$ cat config.mk
export PLATFORM = sky130hd
export DESIGN_NAME = dot_job_ctrl
export DESIGN_NICKNAME = d
export VERILOG_FILES = /design/src/dot_pkg.sv /design/src/dot_job_ctrl.sv
export SDC_FILE = /design/constraint.sdc
export NUM_CORES = 1
export LEC_CHECK = 0
export ABC_CLOCK_PERIOD_IN_PS = 12750
export BUFFER_PORTS_ARGS = -buffer_cell sky130_fd_sc_hd__buf_2
export CAP_MARGIN = 5
export CELL_PAD_IN_SITES_DETAIL_PLACEMENT = 0
export CELL_PAD_IN_SITES_GLOBAL_PLACEMENT = 1
export CORE_AREA = 10 10 210 212
export DETAILED_ROUTE_END_ITERATION = 8
export DIE_AREA = 0 0 220 222
export PLACE_DENSITY = 0.53
export SLEW_MARGIN = 30
export SYNTH_ARGS = -nofsm -noshare
export SYNTH_HDL_FRONTEND = slang
export SYNTH_SLANG_ARGS = --single-unit
$ cat constraint.sdc
create_clock -name clk -period 12.75 [get_ports clk]
set_input_delay 2.55 -clock clk [delete_from_list [all_inputs] [get_ports clk]]
set_output_delay 2.55 -clock clk [all_outputs]
set_load 0.01 [all_outputs]
$ cat src/dot_pkg.sv
`default_nettype none

package dot_pkg;

   // ----------------------------------------
   // Job geometry
   // ----------------------------------------

   // Element pairs carried by one job
   localparam int num_lanes = 16;

   // Operand width is fixed here because every operand type below depends on it
   localparam int operand_w = 8;

   // ----------------------------------------
   // Datapath types
   // ----------------------------------------

   // One signed operand as it enters a multiplier
   typedef logic signed [operand_w-1:0] operand_t;

   // A full vector of operands with lane 0 in the low bits
   typedef operand_t [num_lanes-1:0] operand_vec_t;

   // Full precision product of two operands
   typedef logic signed [2*operand_w-1:0] product_t;

   // Sum of eight products needs three extra bits of growth
   typedef logic signed [2*operand_w+2:0] dot8_sum_t;

   // Sum of sixteen products is the job result
   typedef logic signed [2*operand_w+3:0] dot16_sum_t;

   // One complete job as presented by the requester
   typedef struct packed {
      operand_vec_t a_vec;
      operand_vec_t b_vec;
   } dot_job_t;

endpackage

`default_nettype wire

$ cat src/dot_job_ctrl.sv
`timescale 1ns/1ps
`default_nettype none

module dot_job_ctrl #(
   parameter int LATENCY = 6
) (
   input  wire                     clk,
   input  wire                     rst_n,
   input  wire                     req,
   input  wire dot_pkg::dot_job_t  job,
   output logic                    ack,
   output dot_pkg::dot16_sum_t     result,
   output dot_pkg::dot_job_t       job_q,
   output logic                    ena,
   input  wire dot_pkg::dot16_sum_t sum
);

   // Wide enough to hold LATENCY-1 for any legal latency
   localparam int CNT_W = $clog2(LATENCY + 1);

   typedef enum logic [1:0] {
      st_idle,
      st_run,
      st_done,
      st_release
   } state_t;

   state_t           state_q;
   logic [CNT_W-1:0] count_q;
   logic             accept;
   logic             last_run;

   // ----------------------------------------
   // Decode
   // ----------------------------------------

   // A new job is taken only from idle, so a second req cannot overlap a job
   assign accept = (state_q == st_idle) && req;

   // Set in the final run cycle
   assign last_run = (count_q == CNT_W'(LATENCY - 1));

   // The pipeline moves only during run, which lasts exactly LATENCY cycles
   assign ena = (state_q == st_run);

   // ----------------------------------------
   // Job register
   // ----------------------------------------

   // The job is held here for the whole run so the requester may change its
   // inputs as soon as ack rises
   always_ff @(posedge clk) begin
      if (accept) begin
         job_q <= job;
      end
   end

   // ----------------------------------------
   // Handshake FSM
   // ----------------------------------------

   always_ff @(posedge clk or negedge rst_n) begin
      if (!rst_n) begin
         state_q <= st_idle;
         count_q <= '0;
         ack     <= 1'b0;
         result  <= '0;
      end else begin
         case (state_q)
            st_idle: begin
               // The accepting edge also clears the cycle count
               if (accept) begin
                  state_q <= st_run;
                  count_q <= '0;
               end
            end
            st_run: begin
               count_q <= count_q + 1'b1;
               if (last_run) begin
                  state_q <= st_done;
               end
            end
            st_done: begin
               // The pipeline is frozen here so sum is stable while it is captured
               result  <= sum;
               ack     <= 1'b1;
               state_q <= st_release;
            end
            st_release: begin
               // Result and ack hold for as long as the requester keeps req high
               if (!req) begin
                  ack     <= 1'b0;
                  state_q <= st_idle;
               end
            end
            default: begin
               state_q <= st_idle;
            end
         endcase
      end
   end

endmodule

`default_nettype wire

==> out/qor.yml <==
status: "complete, no violations"
area_growth_pct: 51.8
rsz0062_at_grt: "no"
hold_buffers: 0
cts.sinks: 282
grtUsageTotal_pct: 12.3
drive_gt1_share_pct: 63.6
clk_latency_ns: 0.52
yosys_warnings: 0
portBuffers: 556
synth_edf_count: 256
die_area_sq_um: 48800
worstPathArrival_ns: 5.04
drc: 0
cts_inserted_buffers: 34
vias: 5584
cap_violations: 0
die_y_um: 222
core_sq_um: 39600
syn_area_sq_um: 8820
synth_nets: 623
yosysUniqueCellTypes: 20
postCtsSetupBuffers: 0
first_pass_iters: 6
hold_viol_final: 0
yosys.area.top_type: "edfxtp_1"
ff_latch_area_sq_um: 8340
grt_pass1_vias: 6002
setup_violations: 0
async_flop_share_pct: 9.22
layout_min_cycle_time_ns: 4.90
grt_pass1_wl_mm: 43.7
ff2ff_setup_slack_ns: 9.24
r2r-end: "job_q[177]"
cp-end-kind: "flop"
avgSynthCellArea_sq_um: 26.2
hpwl_mm: 25.8
clk_pin_slew_ns: 0.05
required_ns: 12.88
multi_input_area_sq_um: 457
htree_levels: 2
first_iter_violations: 390
seq_area_frac_synth_pct: 94.6
wl_per_cell_um: 21.6
antenna_found_initial: 10
startpoint: "req"
cts_root_buffer: "clkbuf_16"
wl_mm: 32.0
fillers: 3991
num-nets-final: 1216
grt_overflow: 0
hold_path.class: "flop to flop"
grt_max_degree: 74
finClkSkew_ns: 0.0115
power.total_uw: 2750
timing.fmax_mhz: 204
tritoncts: "yes"
io_pins: 557
worstMarginPinSlew_ns: 0.918
rows: 73
place_congestion: 0.747
synth_area_leaders: "edfxtp_1, dfrtp_1, mux2_1"
die_w_um: 220
path_class: "primary input to flop"
rr_worst_depth: 5
postSynthCellCount: 337
ir_worst_vdd_mv: 0.135
max-slew-margin-rel_pct: 38.8
final_common_cell: "buf_2"
startpoint_type: "primary input"
cts_resized: 0
final_cell_mix: "buf_2, edfxtp_1, clkbuf_16"
p_per_area_nw_per_um2: 205
fin_crit_sh_pct: 38.5
r2r-start: "state_q[0]"
drt.antenna.violating_nets: 0
vias_per_cell: 3.76
crit_fanout: 68
power.static_leakage_uw: 0.00559
clk_path_buf_depth: 3
critPathCapture: "job_q[177]"
ys_ff_latch: 282
synth_ff_type: "edfxtp_1"
synth_top_cell_area_share_pct: 87.2
maxSlewViolCount: 0
start_util_pct: 22.2
setup_tns_ns: 0
[where the power goes]
group / switching (uW) / total [uW] / internal (uW)
Sequential: 53.8 / 1290 / 1240
Combinational: 322 / 511 / 189
Clock: 361 / 950 / 589
Total: 737 / 2750 / 2010
[cells by family (layout without fill, tap and decap cells)]
| group | Yosys count | after routing | share of synthesized area, % |
|---|---|---|---|
| multiplexers | 22 | 22 | 2.80 |
| adder cells (fa/ha/maj) | 7 | 7 | 0.993 |
| buffers and inverters | 6 | 625 | 0.284 |
| flip-flops | 282 | 282 | 94.6 |
| AND/OR/NAND/NOR | 12 | 12 | 0.738 |
| AO/OA/AOI/OAI | 8 | 8 | 0.610 |
| other | 0 | 4 | 0 |
[cell type report]
class,instances,area share [%]
diodes,4,0.0748
clock buffers,49,7.25
clock inverters,13,1.00
inverters,4,0.112
multi-input cells,49,3.41
flip-flops and latches,282,62.3
well taps,525,4.91
repair buffers,559,21.0
[flip-flops by register name, indices dropped and copies added (netlist names)]
register / count
state_q: 2
count_q: 3
job_q: 256
ack: 1
result: 20
[how the worst min path moves through the flow]
stage / start / end / slack (ns) / cells after the start
after floorplan: count_q[0] / count_q[0] / 0.47 / 1
after global placement: result[11] / result[11] / 0.46 / 1
after detailed placement: result[13] / result[13] / 0.47 / 1
after CTS: result[13] / result[13] / 0.48 / 1
after global routing: result[13] / result[13] / 0.49 / 1
final: result[13] / result[13] / 0.48 / 1
[per-stage QoR]
step	cells	worst slack [ns]	util [%]	hold slack [ns]	area, sq um
final	1485	7.85	33.8	0.479	13400
after CTS	1481	7.81	33.7	0.482	13400
after detailed placement	1419	7.25	31.0	0.469	12300
after floorplan	337	6.60	-	0.472	8820
after global routing	1481	7.62	33.7	0.490	13400
after global placement	1419	7.29	31.0	0.461	12300
[Yosys cell counts (2+ instances only)]
| master | instances |
|---|---|
| mux2_2 | 2 |
| mux2_1 | 19 |
| buf_2 | 2 |
| o21ai_1 | 3 |
| edfxtp_1 | 256 |
| ha_1 | 7 |
| inv_1 | 4 |
| o21ai_0 | 2 |
| nor2_1 | 4 |
| nand2_1 | 3 |
| dfrtp_1 | 26 |
[layer usage]
| metal | up-vias | track usage [%] | wire length [um] |
|---|---|---|---|
| li1 | 2529 | - | - |
| met1 | 2661 | 12.2 | 10800 |
| met2 | 324 | 21.2 | 16100 |
| met3 | 56 | 7.05 | 4310 |
| met4 | 14 | 3.50 | 691 |
| met5 | - | 0 | 96 |
[worst max-delay path, stage by stage]
cell    delay [ns]
buf_2         0.15
and2_4        0.64
buf_4         0.74
buf_4         0.80
(Power assumes the default switching activity.)
