<file path="src/dot_pkg.sv">
`default_nettype none

package dot_pkg;

   // ----------------------------------------
   // Job geometry
   // ----------------------------------------

   // Element pairs carried by one job
   localparam int num_lanes = 16;

   // Operand width is fixed here because every operand type below depends on it
   localparam int operand_w = 8;

   // ----------------------------------------
   // Datapath types
   // ----------------------------------------

   // One signed operand as it enters a multiplier
   typedef logic signed [operand_w-1:0] operand_t;

   // A full vector of operands with lane 0 in the low bits
   typedef operand_t [num_lanes-1:0] operand_vec_t;

   // Full precision product of two operands
   typedef logic signed [2*operand_w-1:0] product_t;

   // Sum of eight products needs three extra bits of growth
   typedef logic signed [2*operand_w+2:0] dot8_sum_t;

   // Sum of sixteen products is the job result
   typedef logic signed [2*operand_w+3:0] dot16_sum_t;

   // One complete job as presented by the requester
   typedef struct packed {
      operand_vec_t a_vec;
      operand_vec_t b_vec;
   } dot_job_t;

endpackage

`default_nettype wire

</file>
<file path="src/delay_line.sv">
`timescale 1ns/1ps
`default_nettype none

module delay_line #(
   parameter int  DEPTH     = 1,
   parameter type payload_t = logic
) (
   input  wire      clk,
   input  wire      rst_n,
   input  wire      ena,
   input  wire      payload_t din,
   output payload_t dout
);

   // One register per stage with stage 0 nearest the input
   payload_t stage_q [DEPTH];

   // ----------------------------------------
   // Shift chain
   // ----------------------------------------

   // The whole chain advances together and holds its contents while ena is low
   always_ff @(posedge clk or negedge rst_n) begin
      if (!rst_n) begin
         for (int i = 0; i < DEPTH; i++) begin
            stage_q[i] <= '0;
         end
      end else if (ena) begin
         stage_q[0] <= din;
         for (int i = 1; i < DEPTH; i++) begin
            stage_q[i] <= stage_q[i-1];
         end
      end
   end

   // The last stage is the retimed payload
   assign dout = stage_q[DEPTH-1];

endmodule

`default_nettype wire

</file>
<file path="src/dot16_unit.sv">
`timescale 1ns/1ps
`default_nettype none

module dot16_unit #(
   parameter int MULT_LATENCY = 4,
   parameter int TREE_DELAY   = 1
) (
   input  wire                    clk,
   input  wire                    rst_n,
   input  wire                    ena,
   input  wire dot_pkg::dot_job_t job,
   output dot_pkg::dot16_sum_t    sum
);

   // Partial sums from the low half (lanes 0 to 7) and the high half (8 to 15)
   dot_pkg::dot8_sum_t  half_sum [2];

   // Partial sums widened to the result width and their total
   dot_pkg::dot16_sum_t half_ext [2];
   dot_pkg::dot16_sum_t total;

   // ----------------------------------------
   // Two half dot products
   // ----------------------------------------

   for (genvar h = 0; h < 2; h++) begin : g_half
      dot8_unit #(
         .MULT_LATENCY (MULT_LATENCY),
         .TREE_DELAY   (TREE_DELAY)
      ) dot8_unit_i (
         .clk    (clk),
         .rst_n  (rst_n),
         .ena    (ena),
         .a_half (job.a_vec[8*h+7 : 8*h]),
         .b_half (job.b_vec[8*h+7 : 8*h]),
         .sum    (half_sum[h])
      );

      // The cast keeps the sign since the partial sum is a signed type
      assign half_ext[h] = dot_pkg::dot16_sum_t'(half_sum[h]);
   end

   // ----------------------------------------
   // Final add
   // ----------------------------------------

   assign total = half_ext[0] + half_ext[1];

   // Another TREE_DELAY stages for the last adder
   delay_line #(
      .DEPTH     (TREE_DELAY),
      .payload_t (dot_pkg::dot16_sum_t)
   ) final_dl_i (
      .clk   (clk),
      .rst_n (rst_n),
      .ena   (ena),
      .din   (total),
      .dout  (sum)
   );

endmodule

`default_nettype wire

</file>
<file path="src/dot8_unit.sv">
`timescale 1ns/1ps
`default_nettype none

module dot8_unit #(
   parameter int MULT_LATENCY = 4,
   parameter int TREE_DELAY   = 1
) (
   input  wire                      clk,
   input  wire                      rst_n,
   input  wire                      ena,
   input  wire dot_pkg::operand_t [7:0] a_half,
   input  wire dot_pkg::operand_t [7:0] b_half,
   output dot_pkg::dot8_sum_t       sum
);

   // Each tree level gains one bit over the level below it
   localparam int L1_W = $bits(dot_pkg::product_t) + 1;
   localparam int L2_W = L1_W + 1;

   typedef logic signed [L1_W-1:0] level1_t;
   typedef logic signed [L2_W-1:0] level2_t;

   // Multiplier outputs for the eight lanes of this half
   dot_pkg::product_t  products [8];

   // Intermediate sums of the adder tree
   level1_t            level1 [4];
   level2_t            level2 [2];
   dot_pkg::dot8_sum_t tree_sum;

   // ----------------------------------------
   // Multipliers
   // ----------------------------------------

   // All lanes share ena so their products arrive in the same cycle
   for (genvar lane = 0; lane < 8; lane++) begin : g_mult
      mult_pipe #(
         .MULT_LATENCY (MULT_LATENCY)
      ) mult_pipe_i (
         .clk     (clk),
         .rst_n   (rst_n),
         .ena     (ena),
         .a       (a_half[lane]),
         .b       (b_half[lane]),
         .product (products[lane])
      );
   end

   // ----------------------------------------
   // Adder tree
   // ----------------------------------------

   // Operands are sign extended to the level width before each add
   // so no level can overflow
   always_comb begin
      for (int i = 0; i < 4; i++) begin
         level1[i] = level1_t'(products[2*i]) + level1_t'(products[2*i+1]);
      end
      for (int i = 0; i < 2; i++) begin
         level2[i] = level2_t'(level1[2*i]) + level2_t'(level1[2*i+1]);
      end
      tree_sum = dot_pkg::dot8_sum_t'(level2[0]) + dot_pkg::dot8_sum_t'(level2[1]);
   end

   // The tree is purely combinational, so the delay line supplies its
   // TREE_DELAY cycles of retiming
   delay_line #(
      .DEPTH     (TREE_DELAY),
      .payload_t (dot_pkg::dot8_sum_t)
   ) tree_dl_i (
      .clk   (clk),
      .rst_n (rst_n),
      .ena   (ena),
      .din   (tree_sum),
      .dout  (sum)
   );

endmodule

`default_nettype wire

</file>
<file path="src/mult_pipe.sv">
`timescale 1ns/1ps
`default_nettype none

module mult_pipe #(
   parameter int MULT_LATENCY = 4
) (
   input  wire                clk,
   input  wire                rst_n,
   input  wire                ena,
   input  wire dot_pkg::operand_t a,
   input  wire dot_pkg::operand_t b,
   output dot_pkg::product_t  product
);

   // Raw product before the pipeline registers
   dot_pkg::product_t product_raw;

   // ----------------------------------------
   // Multiply
   // ----------------------------------------

   // Both operands are signed so the product is formed in two's complement
   // and already has its full 16-bit width
   assign product_raw = a * b;

   // ----------------------------------------
   // Pipeline
   // ----------------------------------------

   // The delay line stands in for the internal registers of a hard multiplier
   // and gives MULT_LATENCY enabled cycles from operands to product
   delay_line #(
      .DEPTH     (MULT_LATENCY),
      .payload_t (dot_pkg::product_t)
   ) product_dl_i (
      .clk   (clk),
      .rst_n (rst_n),
      .ena   (ena),
      .din   (product_raw),
      .dout  (product)
   );

endmodule

`default_nettype wire
</file>
<file path="config.mk">
export PLATFORM = sky130hd
export DESIGN_NAME = dot16_unit
export DESIGN_NICKNAME = d
export VERILOG_FILES = /design/src/dot_pkg.sv /design/src/delay_line.sv /design/src/dot16_unit.sv /design/src/dot8_unit.sv /design/src/mult_pipe.sv
export SDC_FILE = /design/constraint.sdc
export NUM_CORES = 2
export LEC_CHECK = 0
export BUFFER_PORTS_ARGS = -buffer_cell sky130_fd_sc_hd__buf_4
export CAP_MARGIN = 20
export CELL_PAD_IN_SITES_DETAIL_PLACEMENT = 1
export CELL_PAD_IN_SITES_GLOBAL_PLACEMENT = 1
export CORE_UTILIZATION = 57
export CTS_BUF_LIST = sky130_fd_sc_hd__clkbuf_2 sky130_fd_sc_hd__clkbuf_4 sky130_fd_sc_hd__clkbuf_8
export DETAILED_ROUTE_END_ITERATION = 12
export PLACE_DENSITY = 0.95
export RECOVER_POWER = 25
export SLEW_MARGIN = 20
export SYNTH_ARGS = -nofsm -noshare
export SYNTH_HDL_FRONTEND = slang
export SYNTH_SLANG_ARGS = --single-unit
</file>
<file path="constraint.sdc">
create_clock -name clk -period 12.05 [get_ports clk]
set_input_delay 1.8075 -clock clk [delete_from_list [all_inputs] [get_ports clk]]
set_output_delay 1.8075 -clock clk [all_outputs]
set_load 0.05 [all_outputs]
</file>
==> impl_metrics.tcl <==
set metrics [dict create \
    status "finished with violations" \
    violations "max-capacitance violations, max-slew violations" \
    worstMarginPinSlew_ns 6.96 \
    grt_max_degree 233 \
    synth_common_cells "inv_1 (1738), dfrtp_1 (1082), fa_1 (1079)" \
    post_drt_via_cell_ratio 5.94 \
    portBuffers 278 \
    ant_nets 0 \
    yosysUniqueCellTypes 73 \
    syn_area_um2 86900 \
    postSynthCellCount 8114 \
    clockBufferDepth 3 \
    gr-total-overflow 0 \
    met2_usage_pct 65.1 \
    syn_nets 9973 \
    max-cap-violations 1 \
    die_h_um 392 \
    fp-row-count 142 \
    cts-resized-gates 0 \
    cts_made_buffers 175 \
    cp_num_buf_inv 3 \
    fillCellCount 15777 \
    final_net_count 10287 \
    finalSetupTns_ns 0 \
    io_pins 279 \
    cp_max_fo 173 \
    grt_use_met3_pct 7.86 \
    worst_ep_arrival_time_ns 8.58 \
    path_clk_slew_ns 0.06 \
    synth.avg_cell_area_um2 10.7 \
    synth_top_area_share_pct 31.2 \
    drc 0 \
    vias 62837 \
    worstSetupPathType "in -> async" \
    gp_congestion 0.872 \
    grt_pass1_wl_um 443000 \
    synth_top_cell_by_area "dfrtp_1" \
    synth_ff_type "dfrtp_1" \
    finalCritPeriodShare_pct 64.1 \
    synth_seq_cells 1082 \
    crit_start "rst_n" \
    drv_slew 124 \
    antenna_found_initial 10 \
    die_w_um 392 \
    hold_path.class "reg -> reg" \
    synth_edf_count 0 \
    yosysMostFrequentCell "inv_1" \
    dp_hpwl_um 192000 \
    start_util_pct 57.7 \
    async_flop_share_pct 100 \
    root_buffer "clkbuf_8" \
    fmax_mhz 129 \
    top_usage_layer "met2" \
    crit_slowest_cell "clkbuf_1" \
    startpoint_type "input pin" \
    area_delta_synth_final_pct 9.40 \
    cts_sinks 1082 \
    grt_pass1_vias 74506 \
    crit_chain "clkbuf_1 > buf_6 > buf_12" \
    critPathMaxStageDelay_ns 4.75 \
    grt_usage_pct 37.9 \
    floorplan.core_area_um2 150000 \
    final_layout_size_suffix_gt1_share_pct 16.3 \
    fin_crit_ns 7.72 \
    drtPass1Iterations 6 \
    first_iter_violations 4759 \
    htreeDepth 4 \
    worst_clock_skew_ns 0.0489 \
    rsz0062_at_grt "no" \
    crit_path_end_kind "asynchronous set/reset pin" \
    finalHoldViolations 0 \
    wl_per_cell_um 26.8 \
    yosysWarningCount 0 \
    postCtsSetupRepairBufs 0 \
    ys_seq_area_share_pct 31.2 \
    synthTopCellsByArea "dfrtp_1 (31%), fa_1 (25%), mux2_2 (9.6%)" \
    critical-path-top-delay-family "buffers and inverters" \
    slew_headroom_pct -364 \
    cts_tree "yes" \
    final-setup-viol-count 0 \
    grtUsageMet1_pct 43.4 \
    totalWireLength_um 284000 \
    clkLatencyLatePin_ns 0.91 \
    cts_hold_buf 0 \
    dieArea_um2 154000 \
    worstPathRequired_ns 12.90 \
]
==> path summary, 6_finish.rpt <==
check | to | slack (ns) | cells after the start
min in group asynchronous | asynchronous set/reset pin | 3.53 | 1
max | asynchronous set/reset pin | 4.33 | 3
min reg2reg | flip-flop | 0.48 | 2
min | flip-flop | 0.48 | 2
max in group clk | flip-flop | 6.00 | 18
max reg2reg | g_half[0].dot8_unit_i.tree_dl_i.dout[14] | 6.46 | 15
==> cells by family after synthesis <==
family / Yosys count / share of synthesized area [%]
AOI/OAI and AO/OA: 789 / 5.71
xor gates and xnor gates: 229 / 2.31
adders and majority gates: 1600 / 32.4
buffers and inverters: 1905 / 8.30
DFF: 1082 / 31.2
muxes: 743 / 9.63
and+or+nand+nor: 1766 / 10.5
==> cells in the final DEF, fill, tap and decap left out, types with 44 or more instances in the layout <==
cell and instances:
a21o_1 44, a21oi_1 119, and2_1 681, buf_4 290
clkbuf_4 49, clkbuf_8 217, dfrtp_1 1082, fa_1 1079
ha_1 521, inv_1 1738, mux2_2 741, nand2_1 595
nand3_1 48, nor2_1 141, nor2b_1 130, o21ai_0 321
xnor2_1 218
==> state kept, by name, indices dropped and copies added, names as in the netlist <==
signal / flops
g_half.dot8_unit_i.g_mult.mult_pipe_i.product_dl_i.dout: 256
g_half.dot8_unit_i.tree_dl_i.dout: 38
g_half.dot8_unit_i.g_mult.mult_pipe_i.product_dl_i.stage_q: 768
final_dl_i.dout: 20
==> per-stage QoR <==
step	area [um2]	hold slack (ns)	std cells	worst slack, ns	utilization [%]
2_1_floorplan	86900	0.444	8114	6.25	-
3_3_place_gp	91100	0.461	10264	5.86	60.5
6_report	95000	0.483	10584	4.33	63.2
4_1_cts	95000	0.481	10578	6.15	63.1
3_5_place_dp	91100	0.468	10264	5.48	60.5
5_1_grt	95000	0.513	10583	3.29	63.2
==> worst register-to-register path: cells and delay by family, from the launching register on <==
kind	cells	cell delay, ns
AND/OR/NAND/NOR	1	0.19
adder cells (fa/ha/maj)	6	2.90
AO/OA/AOI/OAI	6	1.79
flip-flops	1	0.47
buffers and inverters	2	0.14
==> layout make-up <==
class | instances | area (um2) | area share, %
Tap cell | 2016 | 2520 | 2.65
Clock buffer | 266 | 3350 | 3.53
Timing Repair Buffer | 303 | 2410 | 2.54
Antenna cell | 3 | 7.51 | 0.00790
Sequential cell | 1082 | 27100 | 28.5
Inverter | 1739 | 6540 | 6.88
Multi-Input combinational cell | 5127 | 52600 | 55.3
Clock inverter | 48 | 546 | 0.574
==> routing by layer <==
| metal | vias to the layer above | part of all wire, % |
|---|---|---|
| li1 | 25931 | - |
| met1 | 32699 | 36 |
| met2 | 2862 | 51 |
| met3 | 1335 | 6.2 |
| met4 | 10 | 6.9 |
| met5 | - | 0.025 |
Power is left out: the tool's default activity adds up to more than one toggle a clock period on the data nets, which glitch-free logic cannot reach.
